$ cat config.mk
export PLATFORM = sky130hd
export DESIGN_NAME = key_conditioner
export DESIGN_NICKNAME = d
export VERILOG_FILES = /design/src/hw/key_conditioner.sv
export SDC_FILE = /design/constraint.sdc
export NUM_CORES = 1
export LEC_CHECK = 0
export BUFFER_PORTS_ARGS = -buffer_cell sky130_fd_sc_hd__buf_2
export CAP_MARGIN = 5
export CORE_AREA = 2 2 39 41
export CTS_CLUSTER_DIAMETER = 60
export DETAILED_ROUTE_END_ITERATION = 8
export DIE_AREA = 0 0 41 43
export GPL_TIMING_DRIVEN = 0
export PLACE_DENSITY = 0.66
export SLEW_MARGIN = 20
export SYNTH_ARGS = -nofsm -noshare
export SYNTH_HDL_FRONTEND = slang
export SYNTH_SLANG_ARGS = --single-unit
$ cat constraint.sdc
create_clock -name clk_3_276mhz -period 2 [get_ports clk_3_276mhz]
set_input_delay 0.4 -clock clk_3_276mhz [delete_from_list [all_inputs] [get_ports clk_3_276mhz]]
set_output_delay 0.4 -clock clk_3_276mhz [all_outputs]
set_load 0.005 [all_outputs]
$ cat src/hw/key_conditioner.sv
// controller key conditioner
// three stage tick enabled synchronizer on face a, b and x,
// mapped onto the active low K0 nibble of the cpu

module key_conditioner (
  input  logic        clk_3_276mhz,
  input  logic        reset_n,
  input  logic        core_tick,
  input  logic [15:0] cont1_key,
  output logic [3:0]  input_k0
);

  // first two stages carry {face_x, face_b, face_a}
  logic [2:0] key_s1;
  logic [2:0] key_s2;

  // third stage is the output nibble itself
  // bit 3 unused, then a, b, x inverted
  always_ff @(posedge clk_3_276mhz or negedge reset_n) begin
    if (!reset_n) begin
      key_s1   <= 3'b000;
      key_s2   <= 3'b000;
      input_k0 <= 4'h0;
    end else if (core_tick) begin
      key_s1   <= cont1_key[6:4];
      key_s2   <= key_s1;
      // pressed key reads as 0 on the cpu side
      input_k0 <= {1'b0, ~key_s2[0], ~key_s2[1], ~key_s2[2]};
    end
  end

endmodule

# Word-level counts from Yosys, hierarchy flattened
# Index checks and enable logic that the tools add are counted.
dict set report word_totals {
  input_bits 19
  out_inout_bits 4
  register_bits 9
  elab_cells 6
}
dict set report op_classes {
  n_bitwise 3
}
# op n
set ops {}
lappend ops {{NOT 1 bit} 3}

# Depth between registers and ports, before layout
# Gate-level depths: netlist of the first run.
dict set report depth {
  depth_word 1
  depth_mapped 3
  mapped_depth_nobuf 2
}

# Worst setup path after synthesis of the first run
# No wires, ideal clock.
dict set report synth_timing {
  kind {input-to-reg}
  start {input port core_tick}
  end {register key_s1[0]}
  path_slack_ns 1.051
  t_required_ns 1.875
  setup_time_ns 0.125
  path_buffers 1
  cell_stages 2
  t_arrival_ns 0.824
  path_cell_list {buf_6 -> mux2_4}
}
# element line_no
set synth_lines {}
lappend synth_lines {{from (decl)} 8} ;# input logic core_tick,
lappend synth_lines {{to (signal assigned)} 25} ;# key_s1 <= cont1_key[6:4];
lappend synth_lines {{to (decl)} 14} ;# logic [2:0] key_s1;
# No word-level cell between the ends.

# Final worst setup path of the first run
dict set report layout_timing {
  start {register input_k0[0]}
  end {output port input_k0[0]}
}
# element line_no
set layout_lines {}
lappend layout_lines {{from (decl)} 10} ;# output logic [3:0] input_k0
lappend layout_lines {{from (signal assigned)} 28} ;# input_k0 <= {1'b0, ~key_s2[0], ~key_s2[1], ~key_s2[2]};
# No word-level cell between the ends.

==> results of run 1 <==
==> routing by layer <==
layer	GRT usage (%)	share of wire, %	vias to the layer above
met5	0	0	-
met4	2.00	0	0
met3	7.85	11	0
met2	10.9	40	11
met1	10.6	49	96
li1	-	-	99
==> metrics by stage <==
stage	utilization [%]	instances	hold WS, ps	total power [W]	setup slack [ps]
after floorplan	-	24	104	0.000265	1050
after global placement	31.0	47	256	0.000288	1020
after detailed placement	31.0	47	261	0.000291	1020
after CTS	33.6	52	354	0.000440	820
after global routing	33.6	52	357	0.000460	780
final	33.6	52	364	0.000427	839
==> what timing repair did <==
action                                 CTS  global route
hold buffers                             1             0
resized for setup                        0             0
endpoints found under the hold margin    9             0
==> placed cells by master, fill, tap and decap left out, drive strengths merged <==
master / synthesis / layout
a21oi: 1 / 1
buf: 2 / 9
clkbuf: 0 / 4
conb: 1 / 1
dfrtp: 9 / 9
dlygate4sd3: 0 / 1
inv: 2 / 2
mux2: 6 / 6
mux2i: 2 / 2
nor2: 1 / 1
==> layout make-up <==
cell class / instances / share of cell area [%]
buffer: 2 / 4.03
multi-input combinational: 11 / 26.3
sequential: 9 / 48.4
timing repair buffer: 8 / 9.68
inverter: 2 / 1.61
clock buffer: 4 / 5.65
tap: 16 / 4.30
==> cells by family after synthesis <==
| group | after synthesis | synth area share, % |
|---|---|---|
| flip-flops | 9 | 60.2 |
| buffers and inverters | 4 | 7.02 |
| AND/OR/NAND/NOR | 1 | 1.00 |
| other | 1 | 1.00 |
| multiplexers | 8 | 29.4 |
| AO/OA/AOI/OAI | 1 | 1.34 |
==> flip-flops by register name, indices dropped and copies added, names as in the netlist <==
name,count
key_s1,3
key_s2,3
input_k0,3
==> power by group through the flow <==
stage	Combinational (W)	Sequential [W]	Clock [W]
2_1_floorplan	0.0000412	0.000224	0
3_3_place_gp	0.0000633	0.000224	0
3_5_place_dp	0.0000657	0.000225	0
4_1_cts	0.0000671	0.000222	0.000150
5_1_grt	0.0000731	0.000226	0.000161
6_report	0.0000655	0.000222	0.000140
==> worst max-delay path by stage <==
stage                             end        start  slack, ps
after floorplan             key_s1[0]    core_tick       1050
after global placement      key_s1[0]    core_tick       1020
after detailed placement    key_s1[0]    core_tick       1020
after CTS                 input_k0[2]  input_k0[2]        820
after global routing      input_k0[2]  input_k0[2]        780
final                     input_k0[0]  input_k0[0]        840
==> results.json, run 1 <==
{
  "whs_path_depth": 2,
  "portBuffers": 7,
  "hold-path-endpoint": "key_s1[1]",
  "dpl_cell_area_sq_um": 429,
  "yosysUniqueCellTypes": 9,
  "crit_chain": "buf_2",
  "crit_slowest_cell": "dfrtp_1",
  "yosysSeqAreaShare_pct": 60.2,
  "clk_pin_slew_ps": 60,
  "post_cts_buffers": 0,
  "pwr-share-comb_pct": 15.3,
  "wire_per_inst_um": 11.0,
  "setup_viol": 0,
  "r2r_slack_ps": 1230,
  "via_per_inst": 3.96,
  "antenna_found_initial": 0,
  "slew_viol_final": 0,
  "r2r_start": "key_s1[2]",
  "cp-end-kind": "output port",
  "die_w_um": 41,
  "min_period_ps": 1160,
  "drt-pass1-iter-count": 2,
  "syn_nets": 43,
  "postSynth.asyncResetShare_pct": 100,
  "synth_commonest_cells": "dfrtp_1, mux2_4, inv_1, mux2i_1",
  "yosys.area.top_type_share_pct": 60.2,
  "io-pin-count": 23,
  "crit_type": "reg2out",
  "avgSynthCellArea_sq_um": 15.6,
  "antennaDiodeCount": 0,
  "yosysMostFrequentCell": "dfrtp_1",
  "synth-edff-count": 0,
  "power.share.sequential_pct": 51.9,
  "gr-total-overflow": 0,
  "grt_pass1_vias": 222,
  "drt_iter0_markers": 1,
  "nets": 56,
  "r2r_cells": 1,
  "critical_path_buf_inv_count": 1,
  "syn-cell-area_sq_um": 374,
  "gp_congestion": 0.556,
  "cp.arrival_ps": 760,
  "crit_family": "flip-flops",
  "required_ps": 1600,
  "grt_use_total_pct": 8.61,
  "worstReg2RegEnd": "key_s2[2]",
  "vias": 206,
  "setup-tns-final_ps": 0,
  "fp-row-count": 14,
  "holdCritPathClass": "in2reg",
  "grt_max_degree": 11,
  "p_leak_nw": 0.241,
  "cp.depth": 1,
  "cp-start-kind": "flop",
  "clk_path_buf_depth": 2,
  "ys_warn_count": 0,
  "rsz0062_at_grt": "false",
  "root_buffer": "clkbuf_4",
  "fmax_mhz": 861,
  "synth_top_cell_by_area": "dfrtp_1",
  "ys_ff_latch": 9,
  "die_y_um": 43,
  "final_area_sq_um": 465,
  "drv_cap": 0,
  "synth_cells": 24,
  "fp.dieArea_sq_um": 1760,
  "area_growth_pct": 24.4,
  "status": "finished clean",
  "clock_latency_ps": 260,
  "start_util_pct": 27.0,
  "grt_first_pass_wirelength_um": 938,
  "seq_area_sq_um": 225,
  "ir_drop_mv": 0.353,
  "cts_buffers": 3,
  "cts_sinks": 9,
  "synthFlopType": "dfrtp_1",
  "core_sq_um": 1380,
  "drc": 0,
  "hp-start": "cont1_key[5]",
  "layout-drive-gt1-share_pct": 50.0,
  "htreeDepth": 1,
  "cpPeakStageDelay_ps": 380,
  "ant_nets": 0,
  "routed_wl_um": 574,
  "switching_share_pct": 23.4,
  "ys_top_cells_by_area": "dfrtp_1, mux2_4, mux2i_1, buf_6, buf_4",
  "hold_viol_final": 0,
  "pwr-share-clk_pct": 32.7,
  "final.setup_skew_ps": 8.00,
  "p_switching_w": 0.000100,
  "p_int_w": 0.000327,
  "multiInputGateArea_sq_um": 123,
  "path_max_fanout": 2,
  "fill_cells": 149,
  "fin_crit_sh_pct": 58.1,
  "cts_tree": "yes",
  "powerDensity_nw_per_um2": 918
}
No activity file was read; power rests on OpenSTA's default activity.
==> run 2, diff against run 1 <==
Settings changed: PLACE_DENSITY 0.66 to 0.68.
Clock period 2 ns to 1.05 ns, I/O delays scaled along.
==> results.json, run 2 (synthesized netlist as in run 1, its figures left out) <==
{
  "cp-end-kind": "output port",
  "drt-pass1-iter-count": 2,
  "cp.arrival_ps": 770,
  "crit_chain": "buf_2",
  "nets": 56,
  "grt_first_pass_wirelength_um": 979,
  "wire_per_inst_um": 11.0,
  "crit_slowest_cell": "dfrtp_1",
  "core_sq_um": 1380,
  "p_leak_nw": 0.243,
  "cpPeakStageDelay_ps": 380,
  "hpwl_um": 410,
  "drv_cap": 0,
  "ant_nets": 0,
  "rsz0062_at_grt": "false",
  "fp.dieArea_sq_um": 1760,
  "die_y_um": 43,
  "reg_top3": "input_k0: 3 flops, key_s1: 3 flops, key_s2: 3 flops",
  "required_ps": 840,
  "root_buffer": "clkbuf_4",
  "fp-row-count": 14,
  "routed_wl_um": 574,
  "cp-start-kind": "flop",
  "final_area_sq_um": 467,
  "clk_path_buf_depth": 2,
  "slew_viol_final": 0,
  "setup_viol": 0,
  "cts_tree": "yes",
  "crit_family": "flip-flops",
  "min_period_ps": 977,
  "clock_latency_ps": 260,
  "final_cell_mix": "dfrtp_1, buf_2, mux2_4",
  "crit_type": "reg2out",
  "fill_cells": 148,
  "portBuffers": 7,
  "setup-tns-final_ps": 0,
  "status": "finished clean",
  "clk_pin_slew_ps": 70,
  "grt_max_degree": 11,
  "final.setup_skew_ps": 2.61,
  "die_w_um": 41,
  "antennaDiodeCount": 0,
  "drt_iter0_markers": 1,
  "drc": 0,
  "area_growth_pct": 24.7,
  "grt_pass1_vias": 213,
  "critical_path_buf_inv_count": 1,
  "gp_congestion": 0.614,
  "fmax_mhz": 1020,
  "fin_crit_sh_pct": 93.1,
  "htreeDepth": 1,
  "path_max_fanout": 2,
  "vias": 202,
  "mostFrequentLayoutCell": "dfrtp_1",
  "via_per_inst": 3.88,
  "layout-drive-gt1-share_pct": 52.8,
  "holdCritPathClass": "in2reg",
  "dpl_cell_area_sq_um": 429,
  "start_util_pct": 27.0,
  "fin_total_pwr_w": 0.000820,
  "gr-total-overflow": 0,
  "powerDensity_nw_per_um2": 1760,
  "dp.cells": 47,
  "fin_cells": 52,
  "hold_viol_final": 0,
  "cts_buffers": 3,
  "ir_drop_mv": 0.629,
  "io-pin-count": 23,
  "antenna_found_initial": 0,
  "post_cts_buffers": 0,
  "grt_use_total_pct": 9.34,
  "cts_sinks": 9
}
-- run 2: routing by layer --
metal | up-vias | part of all wire (%) | track usage (%)
li1 | 98 | - | -
met1 | 93 | 45 | 12.3
met2 | 11 | 42 | 10.6
met4 | 0 | 0 | 2.00
met5 | - | 0 | 0
met3 | 0 | 12 | 9.42
-- run 2: per-stage QoR --
step	hold slack, ps	setup WS [ps]	utilization, %
detailed placement	72.5	257	31.0
global placement	65.3	267	31.0
CTS	163	59.4	33.7
floorplan	-85.6	291	-
finish	171	72.9	33.7
global route	167	21.6	33.7
-- run 2: timing repair --
action,in CTS,in global routing
gates resized for setup,0,0
hold endpoints to repair,9,0
hold buffers,1,0
-- run 2: area by class of cell --
cell class / count / area (sq um) / share of cell area (%)
flip-flops and latches: 9 / 225 / 48.3
clock buffers: 3 / 22.5 / 4.83
clock inverters: 1 / 5.00 / 1.07
repair buffers: 8 / 45.0 / 9.65
inverters: 2 / 7.51 / 1.61
plain buffers: 2 / 18.8 / 4.02
multi-input cells: 11 / 123 / 26.3
well taps: 16 / 20.0 / 4.29
-- run 2: final timing paths --
| check | to | from | cells after the start | slack (ps) |
|---|---|---|---|---|
| setup reg to reg | key_s1[0] | key_s1[0] | 1 | 280 |
| min in group asynchronous | key_s2[2] | reset_n | 2 | 320 |
| max in group asynchronous | input_k0[2] | reset_n | 2 | 550 |
| hold / removal | key_s1[1] | cont1_key[5] | 2 | 170 |
| setup / recovery | input_k0[1] | input_k0[1] | 1 | 70 |
| hold reg to reg | input_k0[1] | key_s2[1] | 1 | 460 |
-- run 2: power by group --
group,leakage (nW),total [W],switching (W),internal [W]
combinational,0.121,0.000126,0.0000462,0.0000801
sequential,0.104,0.000423,0.0000261,0.000397
clock,0.0177,0.000271,0.000130,0.000141
total,0.243,0.000820,0.000202,0.000618
==> run 3, diff against run 2 <==
--- a/config.mk
+++ b/config.mk
@@ -12,5 +12,4 @@
 export DETAILED_ROUTE_END_ITERATION = 8
 export DIE_AREA = 0 0 41 43
-export GPL_TIMING_DRIVEN = 0
 export PLACE_DENSITY = 0.68
 export SLEW_MARGIN = 20
==> constraint.sdc (replaced) <==
create_clock -name clk_3_276mhz -period 1.05 [get_ports clk_3_276mhz]
set_input_delay 0 -clock clk_3_276mhz [delete_from_list [all_inputs] [get_ports clk_3_276mhz]]
set_output_delay 0 -clock clk_3_276mhz [all_outputs]
set_load 0.005 [all_outputs]
==> results.json, run 3 (synthesized netlist as in run 1, its figures left out) <==
{
  "setup-tns-final_ps": 0,
  "fp-row-count": 14,
  "root_buffer": "clkbuf_4",
  "path_max_fanout": 2,
  "area_growth_pct": 28.8,
  "antenna_found_initial": 0,
  "nets": 58,
  "die_y_um": 43,
  "p_int_w": 0.000626,
  "ant_nets": 0,
  "final_cell_mix": "dfrtp_1, buf_2, mux2_4",
  "crit_slowest_cell": "dfrtp_1",
  "vias": 214,
  "ir_drop_mv": 0.853,
  "fmax_mhz": 1310,
  "cpPeakStageDelay_ps": 380,
  "antennaDiodeCount": 0,
  "status": "finished clean",
  "setup_viol": 0,
  "multiInputGateArea_sq_um": 123,
  "holdCritPathClass": "in2async",
  "crit_chain": "mux2_4",
  "p_switching_w": 0.000187,
  "drt-pass1-iter-count": 1,
  "critical_path_buf_inv_count": 0,
  "layout-drive-gt1-share_pct": 44.7,
  "crit_family": "flip-flops",
  "gr-total-overflow": 0,
  "grt_first_pass_wirelength_um": 1020,
  "fin_cells": 54,
  "crit_type": "reg2reg",
  "fin_crit_sh_pct": 72.7,
  "clock_latency_ps": 250,
  "cp-end-kind": "flop",
  "rsz0062_at_grt": "false",
  "fill_cells": 143,
  "mostFrequentLayoutCell": "dfrtp_1",
  "dp.cells": 46,
  "hold_viol_final": 0,
  "drv_cap": 0,
  "dpl_cell_area_sq_um": 415,
  "grt_pass1_vias": 228,
  "final.setup_skew_ps": 0.302,
  "grt_use_total_pct": 9.47,
  "r2r_slack_ps": 290,
  "dp_slack_ps": 293,
  "reg_top3": "input_k0: 3 flops, key_s1: 3 flops, key_s2: 3 flops",
  "switching_share_pct": 23.0,
  "slew_viol_final": 0,
  "fin_util_pct": 34.8,
  "htreeDepth": 1,
  "crit_start": "key_s1[0]",
  "clk_path_buf_depth": 2,
  "powerDensity_nw_per_um2": 1690,
  "layout_setup_ws_ps": 287,
  "start_util_pct": 27.0,
  "final_area_sq_um": 482,
  "p_leak_nw": 0.246,
  "portBuffers": 8,
  "r2r_cells": 1,
  "io-pin-count": 23,
  "core_sq_um": 1380,
  "post_cts_buffers": 0,
  "grt_max_degree": 11,
  "routed_wl_um": 587,
  "via_per_inst": 3.96,
  "cts_buffers": 3,
  "pwr-share-comb_pct": 16.0,
  "required_ps": 1190,
  "fp.dieArea_sq_um": 1760,
  "wire_per_inst_um": 10.9,
  "die_w_um": 41,
  "seq_area_sq_um": 225,
  "gp_congestion": 0.618,
  "drc": 0,
  "worstReg2RegEnd": "key_s1[0]",
  "drt_iter0_markers": 0,
  "pwr-share-clk_pct": 31.8,
  "clk_pin_slew_ps": 60,
  "min_period_ps": 763,
  "cts_sinks": 9,
  "cts_tree": "yes",
  "r2r_start": "key_s1[0]",
  "power.share.sequential_pct": 52.2,
  "hpwl_um": 415,
  "cp-start-kind": "flop",
  "cp.arrival_ps": 900
}
==> run 3: cell types whose count changed in the layout (fill, tap and decap cells not counted), sizes merged <==
cell | before | now
buf | 9 | 8
clkbuf | 3 | 4
dlygate4sd3 | 1 | 4
clkinv | 1 | 0
==> run 3: layer usage <==
layer,share of wire [%],wire length (um),track usage (%),vias up
li1,-,-,-,103
met1,46,272,12.5,100
met2,44,257,10.9,11
met3,9.7,57,7.85,0
met4,0,0,4.00,0
met5,0,0,0,-
==> run 3: layout make-up <==
| class | count | share of cell area [%] |
|---|---|---|
| timing repair buffer | 12 | 16.6 |
| clock buffer | 4 | 5.45 |
| multi-input combinational | 11 | 25.5 |
| inverter | 2 | 1.56 |
| tap | 16 | 4.16 |
| sequential | 9 | 46.8 |
==> run 3: power by group through the flow <==
stage,Clock [W],Combinational (W),Sequential (W)
6_report,0.000258,0.000130,0.000424
5_1_grt,0.000294,0.000144,0.000429
4_1_cts,0.000269,0.000132,0.000425
3_5_place_dp,0,0.000120,0.000430
3_3_place_gp,0,0.000115,0.000427
2_1_floorplan,0,0.0000786,0.000427
==> run 3: worst max-delay path by stage <==
stage                  endpoint  slack, ps  depth (start not counted)
floorplan             key_s2[1]        320                          1
global placement      key_s1[2]        300                          1
detailed placement    key_s1[0]        290                          1
CTS                   key_s1[0]        280                          1
global route        input_k0[1]        260                          1
finish                key_s1[0]        290                          1
==> run 3: what timing repair did <==
item,4_1_cts,5_1_grt
setup endpoints to repair,0,0
endpoints found under the hold margin,12,0
hold buffers,4,0
gates resized for setup,0,0
==> run 3: through the flow <==
stage	power (W)	hold WS, ps
final	0.000812	129
after floorplan	0.000505	-296
after global placement	0.000542	-145
after CTS	0.000826	118
after detailed placement	0.000551	-142
after global routing	0.000867	132
