## src/hw/core_tick_gen.sv

```systemverilog
// cpu clock enable generator
// divides the core clock into a slow tick and a double rate tick

module core_tick_gen #(
  parameter int div_reload = 100
) (
  input  logic clk_3_276mhz,
  input  logic reset_n,
  output logic core_tick,
  output logic core_tick_2x
);

  localparam int cnt_w = $clog2(div_reload + 1);

  // reload and midpoint at counter width
  localparam logic [cnt_w-1:0] cnt_reload = cnt_w'(div_reload);
  localparam logic [cnt_w-1:0] cnt_half   = cnt_w'(div_reload / 2);

  logic [cnt_w-1:0] count;

  // down counter, reload after zero
  // period is div_reload + 1 clocks
  always_ff @(posedge clk_3_276mhz or negedge reset_n) begin
    if (!reset_n) begin
      count        <= cnt_reload;
      core_tick    <= 1'b0;
      core_tick_2x <= 1'b0;
    end else begin
      if (count == '0) begin
        count <= cnt_reload;
      end else begin
        count <= count - 1'b1;
      end
      // registered decode, one clock behind the count
      core_tick    <= (count == '0);
      core_tick_2x <= (count == '0) || (count == cnt_half);
    end
  end

  // slow tick always lines up with a fast tick
  a_tick_in_2x: assert property (@(posedge clk_3_276mhz) disable iff (!reset_n)
    core_tick |-> core_tick_2x);

endmodule

```

## config.mk

```make
export PLATFORM = sky130hd
export DESIGN_NAME = core_tick_gen
export DESIGN_NICKNAME = d
export VERILOG_FILES = /design/src/hw/core_tick_gen.sv
export SDC_FILE = /design/constraint.sdc
export NUM_CORES = 1
export LEC_CHECK = 0
export ABC_AREA = 1
export BUFFER_PORTS_ARGS = -buffer_cell sky130_fd_sc_hd__buf_2
export CORE_AREA = 2 2 39 41
export CTS_CLUSTER_SIZE = 16
export DETAILED_ROUTE_END_ITERATION = 10
export DIE_AREA = 0 0 41 43
export MAX_ROUTING_LAYER = met4
export PLACE_DENSITY = 0.61
export SLEW_MARGIN = 20
export SYNTH_ARGS = -nofsm -noshare
export SYNTH_HDL_FRONTEND = slang
export SYNTH_SLANG_ARGS = --single-unit
```

## constraint.sdc

```tcl
create_clock -name clk_3_276mhz -period 1.3 [get_ports clk_3_276mhz]
set_input_delay 0.26 -clock clk_3_276mhz [delete_from_list [all_inputs] [get_ports clk_3_276mhz]]
set_output_delay 0.26 -clock clk_3_276mhz [all_outputs]
set_load 0.03 [all_outputs]
```

Yosys cells after proc, flatten, opt, wreduce, memory -nomap -nowiden
Cells that the tools add are included.

Flip-flop bits (word level): 9. Bits of input ports: 2. Output and inout port bits: 2. Word-level logic and storage cells: 8.

$add $sub $neg: 1. Equality and inequality tests: 1. Mux-type cells: 1. Reductions and logical operators: 2.

Operator list (number): 7-bit by 6-bit == test with 1-bit output (second input constant) (1); 7-bit zero test (1); 7-bit two-way mux (1); 7-bit by 1-bit subtractor with 7-bit output (second input constant) (1); 1-bit logical OR (1).

Longest topological paths before layout
Gate-level depths: netlist of the first run.

Depth in word-level cells: 2. Mapped depth: 6. Depth with buffers taken out: 6.

Least setup slack after synthesis of the first run
No wires, ideal clock.

Path type: flip-flop to flip-flop. Start point: register count[0]. End point: register count[2]. Library setup time: 0.064 ns. Data arrival time: 1.050 ns. Required time: 1.236 ns. Path slack: 0.186 ns. Cell stages (with the launch flop): 5. Path buffers: 0. Clock period less this slack: 1.114 ns. Cells stage by stage: dfrtp_1 inv_1 ha_1 or2_2 nand3_1.

Word-level cells in the longest chain between the ends: 2. Elaborated cells on any way between the ends: 3. Classes of those cells: add/sub: 1; mux: 1; reduce/logical: 1.

RTL lines: start: declaration (line 19) `logic [cnt_w-1:0] count;`; start signal: assignment (line 25) `count <= cnt_reload;`; start signal: assignment (line 30) `count <= cnt_reload;`; start signal: assignment (line 32) `count <= count - 1'b1;`; 7-bit by 1-bit subtractor with 7-bit output or 7-bit zero test (tied branches) (line 32, 29); 7-bit two-way mux * (line 29) `if (count == '0) begin`.

Mark *: on every way between the ends. The rest lies on a longest branch, timed or not.

Worst setup path in the final report of the first run
Same ends and word-level chain as after synthesis.

==> results of run 1 <==
[cells in the final DEF, fill, tap and decap left out, types with 2 or more instances in the layout]
master    instances
dfrtp_1           6
nand3_1           8
nor2_4            2
dfstp_2           3
nor2_1            6
ha_1              3
clkbuf_4          3
nand2_2           2
inv_1             7
buf_2             3
nand2_1           9
[routing by layer]
| metal | track usage [%] | routed length, um | vias to the layer above |
|---|---|---|---|
| met5 | - | 0 | - |
| met4 | 4.00 | 12 | 0 |
| met3 | 9.42 | 49 | 2 |
| met2 | 16.6 | 343 | 7 |
| met1 | 16.2 | 343 | 162 |
| li1 | - | - | 182 |
[registers in the layout (all words and copies together), names as in the netlist]
| register | cells |
|---|---|
| core_tick | 1 |
| count | 7 |
| core_tick_2x | 1 |
[Yosys cell counts]
cell type / n
a21oi_1: 1
dfrtp_1: 6
dfstp_2: 3
ha_1: 3
inv_1: 7
nand2_1: 9
nand2_2: 2
nand2_4: 1
nand3_1: 8
nand3b_1: 1
nand4_1: 1
nor2_1: 6
nor2_2: 1
nor2_4: 2
o21ai_0: 1
or2_2: 1
[worst reg2reg max path, stage by stage, from the launching register on]
cell     delay (ns)
dfrtp_1        0.37
inv_1          0.12
ha_1           0.29
or2_2          0.31
nand3_1        0.08
[final cells by class]
class	instances	area (sq um)	share of cell area, %
Inverter	7	26.3	4.84
Tap cell	16	20.0	3.69
Sequential cell	9	229	42.2
Timing Repair Buffer	4	25.0	4.61
Clock buffer	4	26.3	4.84
Multi-Input combinational cell	37	216	39.9
[power by group]
part           internal, mW  switching, mW
logic               0.00307        0.00532
clock network         0.118         0.0906
registers             0.281              0
total                 0.402         0.0959
[worst max path at each step]
stage                    end  slack [ns]  cells after the start
floorplan           count[2]        0.19                      4
global placement    count[2]        0.13                      4
detailed placement  count[2]        0.10                      4
CTS                 count[2]        0.09                      4
global route        count[2]        0.03                      4
finish              count[2]        0.08                      4
[stage by stage]
step / cell area (sq um) / util, % / instances / setup slack, ns / power (mW)
global route: 543 / 39.2 / 77 / 0.0277 / 0.538
finish: 543 / 39.2 / 77 / 0.0770 / 0.498
detailed placement: 507 / 36.6 / 72 / 0.103 / 0.292
floorplan: 472 / - / 53 / 0.186 / 0.285
CTS: 543 / 39.2 / 77 / 0.0921 / 0.507
global placement: 507 / 36.6 / 72 / 0.133 / 0.292
[cells by family after synthesis]
| group | after synthesis |
|---|---|
| buffers and inverters | 7 |
| AND/OR/NAND/NOR | 32 |
| AO/OA/AOI/OAI | 2 |
| adder cells (fa/ha/maj) | 3 |
| flip-flops | 9 |
==> results.json, run 1 <==
{
  "start_util_pct": 34.1,
  "grt_overflow": 0,
  "fmax_mhz": 818,
  "vias_per_cell": 4.58,
  "synth.area.top_cells": "dfrtp_1, dfstp_2, nand3_1",
  "die_h_um": 43,
  "drtPass1Iterations": 2,
  "grt_antenna_before_repair": 0,
  "n_fill_cell": 146,
  "grt_pass1_vias": 342,
  "setup-tns-final_ns": 0,
  "fp.dieArea_sq_um": 1760,
  "cts_tree": "built",
  "die_x_um": 41,
  "seq_area_frac_synth_pct": 48.5,
  "core_region_area_sq_um": 1380,
  "layout-drive-gt1-share_pct": 26.2,
  "yosys-mux-area-fraction_pct": 0,
  "synthSimpleGateAreaFrac_pct": 35.8,
  "path_cells": "inv_1 > ha_1 > or2_2 > nand3_1",
  "insertion_delay_ns": 0.26,
  "htree_levels": 1,
  "final.min_clock_period_ns": 1.22,
  "setup_viol": 0,
  "hp-class": "input pin to async pin",
  "worstSetupPathType": "flip-flop to flip-flop",
  "critPathLaunchType": "flip-flop",
  "leakage_nw": 0.269,
  "crit_arrival_ns": 1.42,
  "syn_nets": 58,
  "drtIter0Drc": 2,
  "ys_types": 16,
  "synth_compound_area_share_pct": 2.12,
  "fin_crit_sh_pct": 94.1,
  "cts_root_buf": "clkbuf_4",
  "grt_max_degree": 10,
  "dpl.hpwl_um": 587,
  "ios": 4,
  "max_stage_delay_ns": 0.37,
  "worst-path-buf-inv": 1,
  "worst_slew_pin_slew_ns": 0.201,
  "wirelength_um": 749,
  "r2r_cells": 4,
  "cts_buffer_depth": 2,
  "clkSinkCount": 9,
  "cts_hold_buf": 1,
  "avgSynthCellArea_sq_um": 8.90,
  "maxCapViolCount": 0,
  "worstSetupStartpoint": "count[0]",
  "synthCells": 53,
  "cts.clk_slew.worst_paths_ns": 0.06,
  "critPathCaptureType": "flip-flop",
  "grt_first_pass_wirelength_um": 1440,
  "r2r_slack_ns": 0.08,
  "outcome": "finished clean",
  "ir_worst_vdd_v": 0.000567,
  "crit_family": "simple AND/OR/NAND/NOR gates",
  "synth_top_area_cell": "dfrtp_1",
  "rows": 14,
  "r2r_end": "count[2]",
  "finalClockSkew_ns": 0.00136,
  "relSlewSlack_pct": 86.6,
  "port_buffers": 3,
  "required_ns": 1.50,
  "nets": 67,
  "yosys_warnings": 0,
  "numCtsBuffers": 3,
  "post_drt_wl_per_cell_um": 9.73,
  "place.gp.congestion": 0.742,
  "drc": 0,
  "yosysTopAreaCellShare_pct": 31.8,
  "track_usage_pct": 13.1,
  "synthesis.area_sq_um": 472,
  "p_per_area_nw_per_um2": 916,
  "diodes": 0,
  "path_max_fanout": 6,
  "final-hold-violation-count": 0,
  "slew_viol_final": 0,
  "ys_seq_elements": 9,
  "synthAdderAreaFrac_pct": 7.96,
  "hold_ws_ns": 0.384,
  "cts_resized": 0,
  "vias": 353,
  "rr_startpoint": "count[0]",
  "synth_top_family_by_area": "simple AND/OR/NAND/NOR gates",
  "postRouteAntennaNets": 0,
  "rsz0062_at_grt": "false",
  "synth_xor_area_share_pct": 0,
  "postCtsSetupBuffers": 0,
  "crit_slowest_cell": "dfrtp_1",
  "area_growth_pct": 15.1
}
(Power assumes the default switching activity.)
==> run 2: changes to the inputs <==
PLACE_DENSITY = not set   (was 0.61)
clock period = 1 ns   (was 1.3 ns; I/O delays follow)
==> results.json, run 2 (synthesized netlist as in run 1, its figures left out) <==
{
  "outcome": "finished, violations left",
  "violations": "setup timing",
  "drtIter0Drc": 4,
  "maxCapViolCount": 0,
  "worst-path-buf-inv": 1,
  "htree_levels": 1,
  "fmax_mhz": 976,
  "route.met2.wl_um": 525,
  "track_usage_pct": 14.0,
  "reg.largest.list": "count x7, core_tick x1, core_tick_2x x1",
  "ios": 4,
  "die_h_um": 43,
  "nets": 77,
  "cts_root_buf": "clkbuf_4",
  "r2r_cells": 5,
  "place_ws_ns": -0.0324,
  "wl_met1_um": 423,
  "switching_share_pct": 20.2,
  "clkSinkCount": 9,
  "met3_length_um": 47,
  "drtPass1Iterations": 4,
  "critPathLaunchType": "flip-flop",
  "rr_startpoint": "count[0]",
  "grt_overflow": 0,
  "wirelength_um": 1010,
  "max_flop_register": "count",
  "seqPwrFrac_pct": 55.7,
  "fp.dieArea_sq_um": 1760,
  "place.gp.congestion": 0.756,
  "switchingPower_mw": 0.132,
  "p_comb_share_pct": 1.8,
  "crit_end": "count[1]",
  "vias_per_cell": 4.57,
  "max_stage_delay_ns": 0.39,
  "die_x_um": 41,
  "path_max_fanout": 5,
  "p_per_area_nw_per_um2": 947,
  "fin_area_sq_um": 691,
  "insertion_delay_ns": 0.26,
  "post_drt_wl_per_cell_um": 11.6,
  "r2r_slack_ns": -0.02,
  "core_region_area_sq_um": 1380,
  "largest_register_ffs": 7,
  "worstSetupPathType": "flip-flop to flip-flop",
  "layout-drive-gt1-share_pct": 49.3,
  "numCtsBuffers": 3,
  "vias": 398,
  "final-hold-violation-count": 0,
  "drc": 0,
  "layout.cells.most_common_list": "nand2_1, buf_4, nand3_1, dfrtp_1",
  "rows": 14,
  "cp_num_cells": 5,
  "final.min_clock_period_ns": 1.02,
  "required_ns": 1.15,
  "power_mw": 0.654,
  "ir_worst_vdd_v": 0.000624,
  "p_int_mw": 0.522,
  "setup_viol": 5,
  "dpl.hpwl_um": 692,
  "rsz0062_at_grt": "true",
  "slew_viol_final": 0,
  "grt_max_degree": 10,
  "p_clk_share_pct": 42.5,
  "layout_commonest_cell": "nand2_1",
  "cts.clk_slew.worst_paths_ns": 0.06,
  "crit_family": "flip-flops",
  "fin_crit_sh_pct": 102,
  "grt_pass1_vias": 365,
  "crit_slowest_cell": "dfrtp_1",
  "diodes": 0,
  "postPlaceCellArea_sq_um": 607,
  "hold_ws_ns": 0.322,
  "final_core_util_pct": 49.9,
  "area_growth_pct": 46.4,
  "grt_first_pass_wirelength_um": 1490,
  "setup_ws_ns": -0.0248,
  "dp.cells": 81,
  "finalClockSkew_ns": 0.000700,
  "port_buffers": 3,
  "critPathCaptureType": "flip-flop",
  "setup-tns-final_ns": -0.0881,
  "cts_tree": "built",
  "worstSetupStartpoint": "count[0]",
  "leakage_nw": 0.346,
  "hp-class": "input pin to async pin",
  "path_cells": "inv_2 > ha_4 > nand2_4 > nor2_4 > nor2_1",
  "crit_arrival_ns": 1.17,
  "cts_buffer_depth": 2,
  "top_layer": "met4",
  "grt_antenna_before_repair": 0,
  "postRouteAntennaNets": 0,
  "relSlewSlack_pct": 85.5,
  "r2r_end": "count[1]",
  "worst_slew_pin_slew_ns": 0.217,
  "start_util_pct": 34.1,
  "layoutNonFillerInstCount": 87
}
[run 2: cell type report]
class / instances / area (sq um)
fill: 138 / 693
clock buffer: 4 / 26.3
sequential: 9 / 229
timing repair buffer: 14 / 120
tap: 16 / 20.0
inverter: 7 / 26.3
multi-input combinational: 37 / 269
[run 2: power by group through the flow]
stage,registers [mW],clock network [mW],logic [mW]
2_1_floorplan,0.371,0,0.000000136
3_3_place_gp,0.371,0,0.00865
3_5_place_dp,0.371,0,0.00904
4_1_cts,0.365,0.289,0.0120
5_1_grt,0.364,0.318,0.0137
6_report,0.365,0.278,0.0116
[run 2: repair_timing]
item                                   in CTS  in global routing
endpoints found under the hold margin       6                  0
gates cloned                                0                  0
hold buffers                                1                  0
setup endpoints to repair                   8                 10
pin swaps                                   2                  4
resized for setup                           2                 13
buffers inserted                            0                  1
[run 2: metal layers]
layer  vias to the layer above  track usage, %
met2                         6            21.6
li1                        202               -
met3                         2            7.85
met5                         -               -
met4                         0            6.00
met1                       188            14.0
[run 2: worst min-delay path by stage]
stage	startpoint	to	slack (ns)	cells after the start
after global placement	reset_n	core_tick_2x	0.06	1
after floorplan	reset_n	core_tick	-0.1	0
final	reset_n	count[3]	0.32	2
after CTS	reset_n	count[3]	0.32	2
after global routing	reset_n	core_tick_2x	0.35	2
after detailed placement	reset_n	core_tick_2x	0.06	1
==> run 3: changes to the inputs <==
CORE_AREA = not set   (was 2 2 39 41)
CORE_UTILIZATION = 30   (was not set)
DIE_AREA = not set   (was 0 0 41 43)
==> results.json, run 3 (synthesized netlist as in run 1, its figures left out) <==
{
  "critPathLaunchType": "flip-flop",
  "htree_levels": 1,
  "cts_tree": "built",
  "multi_input_area_sq_um": 294,
  "post_drt_wl_per_cell_um": 12.2,
  "layout-drive-gt1-share_pct": 56.9,
  "setup_ws_ns": -0.0495,
  "grt_max_degree": 10,
  "final.min_clock_period_ns": 1.05,
  "drtIter0Drc": 9,
  "largest_register_ffs": 7,
  "max_flop_register": "count",
  "fp.dieArea_sq_um": 1730,
  "slew_viol_final": 0,
  "hp-class": "input pin to async pin",
  "violations": "setup timing",
  "core_region_area_sq_um": 1380,
  "vias": 409,
  "worst_slew_pin_slew_ns": 0.222,
  "insertion_delay_ns": 0.26,
  "setup_viol": 8,
  "diodes": 0,
  "layoutNonFillerInstCount": 87,
  "crit_arrival_ns": 1.20,
  "ir_worst_vdd_v": 0.000744,
  "path_cells": "inv_2 > ha_4 > nand2_4 > nor2_4 > nor2_1",
  "max_stage_delay_ns": 0.38,
  "final_core_util_pct": 51.4,
  "layout_commonest_cell": "buf_4",
  "cts.clk_slew.worst_paths_ns": 0.06,
  "leakage_nw": 0.351,
  "dpl.hpwl_um": 722,
  "maxCapViolCount": 0,
  "drtPass1Iterations": 4,
  "die_x_um": 41.7,
  "relSlewSlack_pct": 85.2,
  "cts_root_buf": "clkbuf_4",
  "fmax_mhz": 953,
  "start_util_pct": 34.1,
  "vias_per_cell": 4.70,
  "rows": 13,
  "place.gp.congestion": 0.861,
  "fin_area_sq_um": 711,
  "final-seq-area_sq_um": 229,
  "grt_overflow": 0,
  "reg.largest.list": "count x7, core_tick x1, core_tick_2x x1",
  "grt_antenna_before_repair": 0,
  "postRouteAntennaNets": 0,
  "n_fill_cell": 133,
  "final-hold-violation-count": 0,
  "dp.cells": 81,
  "area_growth_pct": 50.7,
  "outcome": "finished, violations left",
  "crit_slowest_cell": "dfrtp_1",
  "required_ns": 1.15,
  "worstSetupPathType": "flip-flop to flip-flop",
  "p_per_area_nw_per_um2": 918,
  "drc": 0,
  "grt_first_pass_wirelength_um": 1730,
  "worst-path-buf-inv": 1,
  "hold_ws_ns": 0.322,
  "crit_family": "flip-flops",
  "nets": 78,
  "numCtsBuffers": 3,
  "path_max_fanout": 5,
  "power_mw": 0.653,
  "critPathCaptureType": "flip-flop",
  "rsz0062_at_grt": "true",
  "clkSinkCount": 9,
  "grt_pass1_vias": 376,
  "cts_buffer_depth": 2,
  "postPlaceCellArea_sq_um": 613,
  "fin_crit_sh_pct": 105,
  "die_h_um": 41.7,
  "layout.cells.most_common_list": "buf_4, nand2_1, dfrtp_1",
  "track_usage_pct": 14.5,
  "ios": 4,
  "wirelength_um": 1060,
  "finalClockSkew_ns": 0.000826,
  "port_buffers": 3
}
==> run 3: changes by cell type in the layout (fill, tap and decap cells not counted) <==
cell	previous run	this run
nor2_1	4	3
a21oi_2	0	1
o21ai_2	0	1
buf_6	4	1
nor2_4	3	4
nand3_1	6	4
a21oi_1	1	0
buf_4	8	12
o21ai_1	1	0
nand3_2	2	4
==> run 3: layout make-up <==
class | instances | share of cell area [%]
clock buffers | 4 | 3.70
inverters | 7 | 3.70
multi-input cells | 37 | 41.4
flip-flops and latches | 9 | 32.2
well taps | 15 | 2.64
repair buffers | 15 | 16.4
==> run 3: where the power goes <==
group	leakage (nW)	internal, mW	switching (mW)	total (mW)
Clock	0.0150	0.153	0.123	0.276
Combinational	0.225	0.00397	0.00773	0.0117
Sequential	0.111	0.365	0	0.365
Total	0.351	0.522	0.130	0.653
==> run 3: metrics by stage <==
stage | setup WS [ns] | TNS, ns
after floorplan | 0.0128 | 0
after global placement | -0.0198 | -0.0534
after detailed placement | -0.0547 | -0.168
after CTS | -0.0437 | -0.153
after global routing | -0.112 | -0.621
final | -0.0495 | -0.256
==> run 3: repair_timing <==
action	CTS	global route
endpoints found under the setup margin	8	11
hold endpoints to repair	6	0
pin swaps	5	6
setup buffers	0	1
hold buffers	1	0
gates resized for setup	7	11
==> run 3: final timing paths <==
kind | from | to | slack (ns) | cells past startpoint
setup / recovery | count[0] | count[1] | -0.05 | 5
hold / removal | reset_n | count[1] | 0.32 | 2
min in group clk_3_276mhz | count[6] | count[6] | 0.48 | 2
max in group asynchronous | reset_n | count[6] | 0.43 | 2
hold reg to reg | count[6] | count[6] | 0.48 | 2
setup reg to reg | count[0] | count[1] | -0.05 | 5
==> run 3: layer usage <==
layer	GRT usage [%]	routed length, um	part of all wire (%)	vias to the layer above
li1	-	-	-	208
met1	16.0	450	42	180
met2	21.9	521	49	13
met3	6.52	47	4.4	8
met4	7.74	44	4.1	0
met5	-	0	0	-
