**src/hw/calc_pkg.sv**
```systemverilog
// calculator core support package
// rom geometry, load region, pixel colour and the host word layout
// shared by the loader, rom store, video generator and top level

package calc_pkg;

  ////////////////////////////////////////
  // program rom geometry
  ////////////////////////////////////////

  // 8192 words of program store
  localparam int rom_addr_w = 13;

  // one stored rom word
  typedef logic [15:0] rom_word_t;

  // cpu only sees the low 12 bits of each word
  typedef logic [11:0] rom_data_t;

  ////////////////////////////////////////
  // host load window
  ////////////////////////////////////////

  // upper address nibble that selects the rom
  localparam logic [3:0] load_region = 4'h0;

  // host word, big endian halfword order
  // upper half goes to the even rom index
  typedef struct packed {
    rom_word_t upper;
    rom_word_t lower;
  } rom_pair_t;

  // same 32 bits seen raw or as a halfword pair
  typedef union packed {
    logic [31:0] raw;
    rom_pair_t   half;
  } host_word_u;

  ////////////////////////////////////////
  // video
  ////////////////////////////////////////

  // lit pixel, 0x3c in each channel
  localparam logic [23:0] pixel_grey = 24'h3c3c3c;

endpackage
```
**src/hw/rom_loader.sv**
```systemverilog
// host rom loader
// four phase req/ack write port, splits each 32 bit host word
// into two 16 bit rom writes, upper half first

module rom_loader (
  input  logic                           clk_3_276mhz,
  input  logic                           reset_n,
  input  logic                           load_req,
  input  logic [31:0]                    load_addr,
  input  logic [31:0]                    load_data,
  output logic                           load_ack,
  output logic                           rom_wr_en,
  output logic [calc_pkg::rom_addr_w-1:0] rom_wr_addr,
  output calc_pkg::rom_word_t            rom_wr_data
);

  import calc_pkg::*;

  // fsm states
  localparam logic [2:0] st_idle    = 3'd0;
  localparam logic [2:0] st_wr_hi   = 3'd1;
  localparam logic [2:0] st_wr_lo   = 3'd2;
  localparam logic [2:0] st_ack     = 3'd3;
  localparam logic [2:0] st_hold    = 3'd4;
  localparam logic [2:0] st_release = 3'd5;

  logic [2:0]            state;
  host_word_u            word_q;
  logic [rom_addr_w-1:0] base_idx;
  logic                  region_ok;

  ////////////////////////////////////////
  // request capture
  ////////////////////////////////////////

  // payload, taken when a request is accepted
  always_ff @(posedge clk_3_276mhz) begin
    if (state == st_idle && load_req) begin
      word_q.raw <= load_data;
      // byte address bits 13:1 give the word, pair starts even
      base_idx   <= {load_addr[13:2], 1'b0};
      region_ok  <= (load_addr[31:28] == load_region);
    end
  end

  ////////////////////////////////////////
  // handshake fsm
  ////////////////////////////////////////

  // req seen -> hi write -> lo write -> ack up, then wait for req low
  always_ff @(posedge clk_3_276mhz or negedge reset_n) begin
    if (!reset_n) begin
      state    <= st_idle;
      load_ack <= 1'b0;
    end else begin
      case (state)
        st_idle:    if (load_req) state <= st_wr_hi;
        st_wr_hi:   state <= st_wr_lo;
        st_wr_lo:   state <= st_ack;
        st_ack: begin
          load_ack <= 1'b1;
          state    <= st_hold;
        end
        // req may stay high as long as the host likes
        st_hold:    if (!load_req) state <= st_release;
        st_release: begin
          load_ack <= 1'b0;
          state    <= st_idle;
        end
        default:    state <= st_idle;
      endcase
    end
  end

  // write strobe only for rom region addresses
  assign rom_wr_en   = (state == st_wr_hi || state == st_wr_lo) && region_ok;
  // lower half lands one word above the upper half
  assign rom_wr_addr = (state == st_wr_lo) ? base_idx + 1'b1 : base_idx;
  assign rom_wr_data = (state == st_wr_hi) ? word_q.half.upper : word_q.half.lower;

  // ack only answers a live request
  a_ack_needs_req: assert property (@(posedge clk_3_276mhz) disable iff (!reset_n)
    $rose(load_ack) |-> load_req);

  // writes are done before ack goes up
  a_no_wr_in_ack: assert property (@(posedge clk_3_276mhz) disable iff (!reset_n)
    load_ack |-> !rom_wr_en);

endmodule

```
**config.mk**
```make
export PLATFORM = sky130hd
export DESIGN_NAME = rom_loader
export DESIGN_NICKNAME = d
export VERILOG_FILES = /design/src/hw/calc_pkg.sv /design/src/hw/rom_loader.sv
export SDC_FILE = /design/constraint.sdc
export NUM_CORES = 1
export LEC_CHECK = 0
export CAP_MARGIN = 25
export CORE_ASPECT_RATIO = 0.8
export CORE_UTILIZATION = 40
export CTS_CLUSTER_DIAMETER = 120
export DETAILED_ROUTE_END_ITERATION = 10
export DONT_BUFFER_PORTS = 1
export PLACE_DENSITY_LB_ADDON = 0.08
export SLEW_MARGIN = 10
export SYNTH_ARGS = -nofsm -noshare
export SYNTH_HDL_FRONTEND = slang
export SYNTH_SLANG_ARGS = --single-unit
```
**constraint.sdc**
```tcl
create_clock -name clk_3_276mhz -period 6.89 [get_ports clk_3_276mhz]
set_input_delay 0 -clock clk_3_276mhz [delete_from_list [all_inputs] [get_ports clk_3_276mhz]]
set_output_delay 0 -clock clk_3_276mhz [all_outputs]
set_load 0.005 [all_outputs]
```
# == Yosys cells after proc, flatten, opt, wreduce, memory -nomap -nowiden ==
# Index checks and enable logic that the tools add are counted.
# word_totals
output_inout_bits,31
latchBits,0
ram_bits,0
reg_bits,49
elab_cells,26
romBits,0
mem_count,0
inputBits,67
# op_classes
mul,0
n_shift,0
muxes,6
eq_ne,7
n_addsub,1
n_reduce_logical,7
div_mod_pow,0
bitwise,0
magnitude_cmp,0
# op_table
op,count
$mux 16,1
$pmux 3 s5,1
$add 13x1->13 const B,1
$mux 13,1
$eq 3x2->1 const B,2
$eq 3x3->1 const B,2
$mux 3,2
$logic_not 4->1,1
$ne 2x2->1 const B,2
$eq 3x1->1 const B,1
$logic_not 3->1,1
$logic_and 1x1->1,2
$pmux 1 s2,1
$reduce_and 2->1,1
$reduce_bool 2->1,1
$logic_or 1x1->1,1

# == Depth between registers and ports, before layout ==
# Gate-level depths: netlist (run 1).
# logic_depth
word_depth,3
ltp_mapped,5
mapped_depth_nobuf,3

# == Worst setup path before layout (run 1) ==
# OpenSTA, ideal clock, no wires.
# synth_path
kind,register to register
startpoint,register state[1]
endpoint,"register base_idx[10], enable pin"
setup_time_ps,575
n_path_buf,1
arrival_ps,5236
path_slack_ps,1079
synth_period_minus_slack_ps,5811
required_ps,6315
stages_incl_launch_ff,3
cell_sequence,dfrtp_1 -> buf_4 -> nor4b_1
# synth_via
elab_chain_len,2
# synth_lines
element,line,rtl
from (decl),rom_loader.sv:27,logic [2:0] state;
from (signal assigned),rom_loader.sv:53,state <= st_idle;
from (signal assigned),rom_loader.sv:57,st_idle: if (load_req) state <= st_wr_hi;
from (signal assigned),rom_loader.sv:58,st_wr_hi: state <= st_wr_lo;
$logic_not 3->1,rom_loader.sv:38,if (state == st_idle && load_req) begin
$logic_and 1x1->1,rom_loader.sv:38,
to (signal assigned),rom_loader.sv:41,"base_idx <= {load_addr[13:2], 1'b0};"
to (decl),rom_loader.sv:29,logic [rom_addr_w-1:0] base_idx;
# Every way passes these cells.
# A chain may end at the register's enable or synchronous reset.

# == Final worst setup path (run 1) ==
# layout_path
startpoint,register state[0]
endpoint,output port rom_wr_data[15]
# layout_via
elab_chain_len,2
# layout_lines
element,line,rtl
$eq 3x1->1,rom_loader.sv:79,assign rom_wr_data = (state == st_wr_hi) ? word_q.half.upper : word_q.half.lower;
$mux 16,rom_loader.sv:79,
to (decl),rom_loader.sv:14,output calc_pkg::rom_word_t rom_wr_data
# Every way passes these cells.

==> flow_summary.toml, run 1 <==
[status]
outcome = "finished, final reports clean"

[synthesis]
synth-seq-cells = 49
synthesis.nets = 153
syn-cell-area_sq_um = 1830
syn_avg_cell_area_sq_um = 21.2
ys_top_cells_by_area = "edfxtp_1, mux2_4, dfrtp_1"
synth.top_cell.area_share_pct = 74.0
synth_top_cell_by_area = "edfxtp_1"
ys_types = 19
syn_inst = 86
yosysWarnings = 0
seq_area_frac_synth_pct = 79.5

[sta]
timing.hold.ws_ps = 256
hold_viol_final = 0
period_share_pct = 28.6
drv_slew = 0
max_freq_ghz = 0.508
final-setup-viol-count = 0
skew_ps = 6.48
worstMarginPinSlew_ps = 615
finalCriticalPeriod_ps = 1970
final.setup.tns_ps = 0
grt_setup_unrepaired = "no"
relSlewSlack_pct = 58.9

[place]
gp_congestion = 0.698
dp_hpwl_um = 1840
portBuffers = 0

[power]
vdd_drop_max_v = 0.000193
powerDensity_nw_per_um2 = 322
p_leak_nw = 0.865

[setup_path]
critical_path.endpoint_type = "output port"
r2r-start = "state[1]"
path_common_cell = "nor2b_4"
critPathArrivalTime_ps = 1970
r2r_cells = 2
path_buf_inv = 0
cp_top_family = "simple AND/OR/NAND/NOR gates"
cp.required_ps = 6890
reg2reg_slack_ps = 5340
r2r-end = "word_q[9]"
crit_slowest_cell = "nor2b_4"
crit_type = "flop to output port"
crit_fanout = 16
path_cells = "nor2b_4, nor2b_4, mux2_2"
critPathMaxStageDelay_ps = 550
cp-start-kind = "flop"

[detailed_routing]
routed_wl_um = 3020
drtIter0Drc = 45
wl_per_cell_um = 15.2
routed_via_density = 4.73
ant_nets = 0
route.detailed.drc = 0
num_vias = 941
drtPass1Iterations = 4

[clock_tree]
cts_max_path_buffers = 2
root_buffer = "clkbuf_8"
clkSlewWorstSetupHoldPaths_ps = 80
clock_sinks = 49
clk_latency_ps = 290
cts_inserted_buffers = 5
cts_tree = "done"
h-tree-depth = 2

[global_routing]
grt_antenna_before_repair = 0
grt_pass1_vias = 986
grt_max_degree = 27
gr-total-overflow = 0
track_usage_pct = 13.1
grt_pass1_wl_um = 4660

[min_path]
min_from = "load_req"
min_path_cells = 2
min_path_type = "input pin to flop"
hold_end = "word_q[23]"

[final_layout]
diodes = 0
final_cell_mix = "dlygate4sd3_1, edfxtp_1, mux2_4"
area_growth_pct = 34.2
final_nets = 208
drive_gt1_share_pct = 19.0
fillers = 354
final_common_cell = "dlygate4sd3_1"

[floorplanning]
die_w_um = 77.6
die-area_sq_um = 4840
fp-row-count = 21
initial_core_util_pct = 42.7
ios = 98
core_area_sq_um = 4280
die_y_um = 62.4

[job]
maxCapViolations = 0
-- worst max-delay path by stage --
stage / start / endpoint / slack (ps) / depth (start not counted)
after CTS: state[0] / rom_wr_data[15] / 4880 / 3
final: state[0] / rom_wr_data[15] / 4920 / 3
after global routing: state[0] / rom_wr_data[15] / 4790 / 3
after detailed placement: state[0] / rom_wr_data[15] / 5210 / 3
after global placement: state[0] / rom_wr_data[15] / 5240 / 3
after floorplan: state[1] / base_idx[10] / 1080 / 2
-- area by class of cell --
cell class | count | area [sq um] | area share (%)
Multi-Input combinational cell | 34 | 343 | 14.0
Timing Repair Buffer | 51 | 505 | 20.6
Sequential cell | 49 | 1450 | 59.2
Tap cell | 57 | 71.3 | 2.91
Clock buffer | 8 | 80.1 | 3.27
-- cells by family (layout without fill, tap and decap cells) --
logic type | Yosys count | count (layout) | share of synthesized area (%)
flops | 49 | 49 | 79.5
compound gates | 2 | 2 | 0.547
simple gates | 14 | 14 | 5.00
mux | 16 | 16 | 11.9
buf+inv | 3 | 59 | 2.12
xor+xnor | 2 | 2 | 0.959
-- state kept, by name, indices dropped and copies added, names as in the netlist --
name and flops:
word_q 32, state 3, region_ok 1, load_ack 1, base_idx 12
-- routing by layer --
layer	share of wire [%]	up-vias	global-route usage, %
met3	9.1	5	5.26
met2	51	54	22.2
met1	39	447	14.8
li1	-	435	-
met4	0.83	0	4.95
met5	0	-	0
-- per-stage QoR --
step / worst slack, ps / instance area (sq um) / power (mW) / cells / utilization, %
CTS: 4880 / 2450 / 0.799 / 199 / 57.2
global placement: 5240 / 1880 / 0.618 / 142 / 43.9
floorplan: 1080 / 1830 / 0.610 / 86 / -
finish: 4920 / 2450 / 0.789 / 199 / 57.2
detailed placement: 5210 / 1880 / 0.621 / 142 / 43.9
global route: 4790 / 2450 / 0.832 / 199 / 57.2
-- cell usage after synthesis --
master	number
nor3b_1	1
nor4b_1	1
nor2_1	5
mux2_4	10
xor2_1	1
dfrtp_1	4
and2_1	1
a21oi_1	1
edfxtp_1	45
xnor2_1	1
buf_4	1
mux2_2	6
buf_6	1
nor4_1	1
nor2b_4	2
nand2_1	2
o21ai_0	1
buf_12	1
or2b_2	1
-- report_power, final --
part           leakage, nW  internal [mW]  total, mW  switching, mW
clock               0.0395         0.0721      0.154         0.0821
combinational        0.359          0.104      0.197         0.0927
sequential           0.466          0.401      0.438         0.0365
total                0.865          0.577      0.789          0.211
-- repair_timing --
action	4_1_cts	5_1_grt
hold buffers	49	0
endpoints found under the setup margin	0	0
endpoints found under the hold margin	50	0
gates resized for setup	0	0
setup buffers	0	0
Power figures use the tool's default switching activity.
==> run 2: changes to the inputs <==
Clock period 6.89 ns to 1.72 ns, I/O delays scaled along.
==> run 2 against run 1 <==
Worst hold slack lost 71 ps. Clock skew is essentially flat. Worst setup slack lost 4800 ps. Combinational power grew to 4.8 times the previous value. Critical endpoint is now rom_wr_data[3]. Non-clock buffer count grew 6. Largest power group unchanged. Wire length shrank 3.0%. Critical path depth grew 1. Highest routed layer unchanged. Die area is the same. Design area grew 3.1%. Final cell count grew 3.0%. Global-route usage is essentially flat.
==> flow_summary.toml, run 2 (synthesis results as in run 1) <==
[final_layout]
final_cell_count_no_fill = 205
final_cell_mix = "dlygate4sd3_1, edfxtp_1, mux2_4"
final_nets = 214
final_cell_area_sq_um = 2530
final_common_cell = "dlygate4sd3_1"
top_register = "word_q"
drive_gt1_share_pct = 25.7
diodes = 0
largest_reg_flops = 32
area_growth_pct = 38.3
top_regs = "word_q: 32 flops, base_idx: 12 flops, state: 3 flops"

[sta]
max_freq_ghz = 0.625
worstMarginPinSlew_ps = 255
hold_viol_final = 0
final-setup-viol-count = 0
skew_ps = 6.11
grt_setup_unrepaired = "no"
drv_slew = 0
relSlewSlack_pct = 83.0
period_share_pct = 93.0
finalCriticalPeriod_ps = 1600

[detailed_routing]
drtPass1Iterations = 2
route.detailed.drc = 0
routed_wl_um = 2930
num_vias = 955
routed_via_density = 4.66
drtIter0Drc = 16
wl_per_cell_um = 14.3
ant_nets = 0

[floorplanning]
initial_core_util_pct = 42.7
die_w_um = 77.6
fp-row-count = 21
ios = 98
die-area_sq_um = 4840
die_y_um = 62.4
core_area_sq_um = 4280

[clock_tree]
clk_latency_ps = 290
cts_inserted_buffers = 5
clock_sinks = 49
h-tree-depth = 2
cts_max_path_buffers = 2
cts_tree = "done"
root_buffer = "clkbuf_8"
clkSlewWorstSetupHoldPaths_ps = 80

[power]
clkPwrFrac_pct = 19.1
powerDensity_nw_per_um2 = 1300
p_sw_mw = 0.891
seqPwrFrac_pct = 52.2
switching_share_pct = 27.0
p_int_mw = 2.40
power_frac_comb_pct = 28.7
p_leak_nw = 0.906
vdd_drop_max_v = 0.000718

[global_routing]
gr-total-overflow = 0
track_usage_pct = 13.1
grt_pass1_vias = 1100
grt_antenna_before_repair = 0
grt_pass1_wl_um = 4690
grt_max_degree = 46

[setup_path]
path_common_cell = "nor2b_4"
cp.required_ps = 1720
path_cells = "nor2b_4, nor2b_4, buf_4, mux2_2"
critPathArrivalTime_ps = 1600
critical_path.endpoint_type = "output port"
crit_fanout = 8
cp-start-kind = "flop"
crit_slowest_cell = "dfrtp_2"
crit_type = "flop to output port"
critPathMaxStageDelay_ps = 420

[place]
portBuffers = 0
gp_congestion = 0.637
place_inst = 144
dpl_cell_area_sq_um = 1920
dp_hpwl_um = 1730

[status]
outcome = "finished, final reports clean"

[min_path]
min_path_type = "input pin to flop"

[job]
maxCapViolations = 0
## run 2: cell type report
type | count | area (sq um)
clock buffers | 5 | 68.8
clock inverters | 3 | 17.5
fillers | 313 | 1760
multi-input cells | 34 | 352
flip-flops and latches | 49 | 1450
well taps | 57 | 71.3
repair buffers | 57 | 563
## run 2: metal layers
metal  track usage, %  part of all wire, %
met1             13.0                   38
met2             23.9                   51
met3             5.26                  8.8
met4             5.66                  1.6
met5                0                    0
## run 2: through the flow
stage	utilization, %	total power, mW	setup slack (ps)	setup TNS (ps)	hold slack (ps)
3_5_place_dp	44.8	2.56	288	0	-296
5_1_grt	59.0	3.49	32.6	0	199
3_3_place_gp	44.8	2.56	292	0	-296
4_1_cts	58.3	3.29	4.81	0	198
6_report	59.0	3.30	121	0	184
2_1_floorplan	-	2.45	-744	-33470	-296
## run 2: critical path: cells and delay by family (launching register included)
family | cells | cell delay (ps)
multiplexers | 1 | 370
AND/OR/NAND/NOR | 2 | 330
flip-flops | 1 | 420
buffers and inverters | 1 | 190
## run 2: timing repair
item	in CTS	in global routing
hold buffers	49	0
buffers inserted	0	4
resized for setup	1	1
hold endpoints to repair	50	0
setup endpoints to repair	12	16
## run 2: final timing paths
kind,startpoint,to,slack [ps],cells after the start
worst min register to register,state[0],state[0],510,1
min in group asynchronous,reset_n,load_ack,520,2
worst max register to register,state[2],base_idx[10],250,3
worst max-delay path,state[0],rom_wr_data[3],120,4
worst min-delay path,load_req,word_q[16],180,2
max in group asynchronous,reset_n,state[2],1010,2
## run 2: power by group through the flow
stage,sequential (mW),combinational [mW],clock (mW)
3_5_place_dp,1.76,0.796,0
6_report,1.72,0.945,0.629
5_1_grt,1.75,1.04,0.709
4_1_cts,1.74,0.893,0.657
2_1_floorplan,1.74,0.712,0
3_3_place_gp,1.76,0.799,0
==> run 3: changes to the inputs <==
Settings changed: CTS_BUF_LIST set to sky130_fd_sc_hd__clkbuf_4.
==> run 3 against run 2 <==
Non-clock buffer count down 2. Power down 4.1%. Largest cell class unchanged. Highest routed layer unchanged. Worst setup slack worse by 21 ps. Clock skew about the same.
==> flow_summary.toml, run 3 (synthesis results as in run 1) <==
[global_routing]
grt_pass1_wl_um = 4790
grt_pass1_vias = 1095
grt_max_degree = 46
gr-total-overflow = 0
grt_antenna_before_repair = 0
track_usage_pct = 13.3

[detailed_routing]
drtPass1Iterations = 4
wl_per_cell_um = 14.6
ant_nets = 0
num_vias = 937
routed_via_density = 4.62
routed_wl_um = 2970
drtIter0Drc = 24
route.detailed.drc = 0

[power]
p_leak_nw = 0.884
p_sw_mw = 0.886
switching_share_pct = 28.0
power_frac_comb_pct = 30.5
power_mw = 3.16
clkPwrFrac_pct = 15.5
seqPwrFrac_pct = 54.0
powerDensity_nw_per_um2 = 1270
vdd_drop_max_v = 0.000671
p_int_mw = 2.27

[clock_tree]
cts_max_path_buffers = 2
cts_inserted_buffers = 5
clkSlewWorstSetupHoldPaths_ps = 130
clk_latency_ps = 340
h-tree-depth = 2
root_buffer = "clkbuf_4"
cts_tree = "done"
clock_sinks = 49

[sta]
finalCriticalPeriod_ps = 1620
hold_viol_final = 0
skew_ps = 6.31
worstMarginPinSlew_ps = 255
final-setup-viol-count = 0
relSlewSlack_pct = 83.0
drv_slew = 0
setup_slack_ps = 100
grt_setup_unrepaired = "yes"
max_freq_ghz = 0.617
period_share_pct = 94.2

[floorplanning]
fp-row-count = 21
ios = 98
die-area_sq_um = 4840
core_area_sq_um = 4280
initial_core_util_pct = 42.7
die_y_um = 62.4
die_w_um = 77.6

[final_layout]
fillers = 316
final_common_cell = "dlygate4sd3_1"
final_nets = 212
drive_gt1_share_pct = 24.7
fin_util_pct = 58.1
area_growth_pct = 36.2
diodes = 0
final_cell_mix = "dlygate4sd3_1, edfxtp_1, mux2_4"
largest_reg_flops = 32
top_regs = "word_q: 32 flops, base_idx: 12 flops, state: 3 flops"
top_register = "word_q"

[setup_path]
r2r_cells = 3
cp-start-kind = "flop"
critical_path.endpoint_type = "output port"
crit_type = "flop to output port"
crit_fanout = 8
r2r-start = "state[0]"
cp.required_ps = 1720
critPathArrivalTime_ps = 1620
startpoint = "state[2]"

[min_path]
min_path_type = "input pin to flop"
min_from = "load_req"
min_path_cells = 2

[place]
gp_congestion = 0.637
portBuffers = 0
dp_hpwl_um = 1730
place_ws_ps = 288

[status]
outcome = "finished, final reports clean"

[job]
maxCapViolations = 0
==> run 3: changes by cell type in the layout (fill, tap and decap cells not counted), sizes merged <==
cell and change:
buf -2
==> run 3: area by class of cell <==
class	count	area [sq um]	share of cell area, %
Clock buffer	5	37.5	1.51
Multi-Input combinational cell	34	352	14.1
Sequential cell	49	1450	58.5
Tap cell	57	71.3	2.87
Clock inverter	3	17.5	0.704
Timing Repair Buffer	55	556	22.3
==> run 3: path summary, 6_finish.rpt <==
path | to | slack [ps]
max | rom_wr_data[3] | 100
min | word_q[0] | 130
max reg2reg | region_ok | 220
min reg2reg | state[0] | 610
max in group asynchronous | state[2] | 1080
min in group asynchronous | load_ack | 460
==> run 3: power by group through the flow <==
stage          Combinational (mW)  Sequential (mW)  Clock, mW
4_1_cts                     0.957             1.70      0.513
5_1_grt                      1.05             1.73      0.567
6_report                    0.965             1.71      0.491
3_5_place_dp                0.796             1.76          0
3_3_place_gp                0.799             1.76          0
2_1_floorplan               0.712             1.74          0
==> run 3: through the flow <==
stage,hold WS [ps],setup TNS [ps],instances,instance area [sq um]
final,134,0,203,2490
after global routing,124,-2.17,203,2490
after CTS,131,0,203,2480
after detailed placement,-296,0,144,1920
after global placement,-296,0,144,1920
after floorplan,-296,-33470,86,1850
==> run 3: timing repair <==
| action | CTS | global route |
|---|---|---|
| endpoints found under the setup margin | 16 | 6 |
| hold buffers | 49 | 0 |
| setup buffers | 2 | 0 |
| endpoints found under the hold margin | 50 | 0 |
| resized for setup | 2 | 2 |
| cloned | 0 | 0 |
==> run 3: worst max-delay path, cell delays in order, from the launching register on <==
cell and delay (ps):
dfrtp_2 450, nor2b_4 130, nor2b_4 170, buf_6 160
mux2_2 360
==> run 3: metal layers <==
| metal | share of wire [%] | GRT usage (%) | wire length [um] | up-vias |
|---|---|---|---|---|
| li1 | - | - | - | 443 |
| met1 | 38 | 13.5 | 1140 | 439 |
| met2 | 52 | 24.1 | 1540 | 53 |
| met3 | 9.3 | 5.84 | 275 | 2 |
| met4 | 0.44 | 4.95 | 13 | 0 |
| met5 | 0 | 0 | 0 | - |
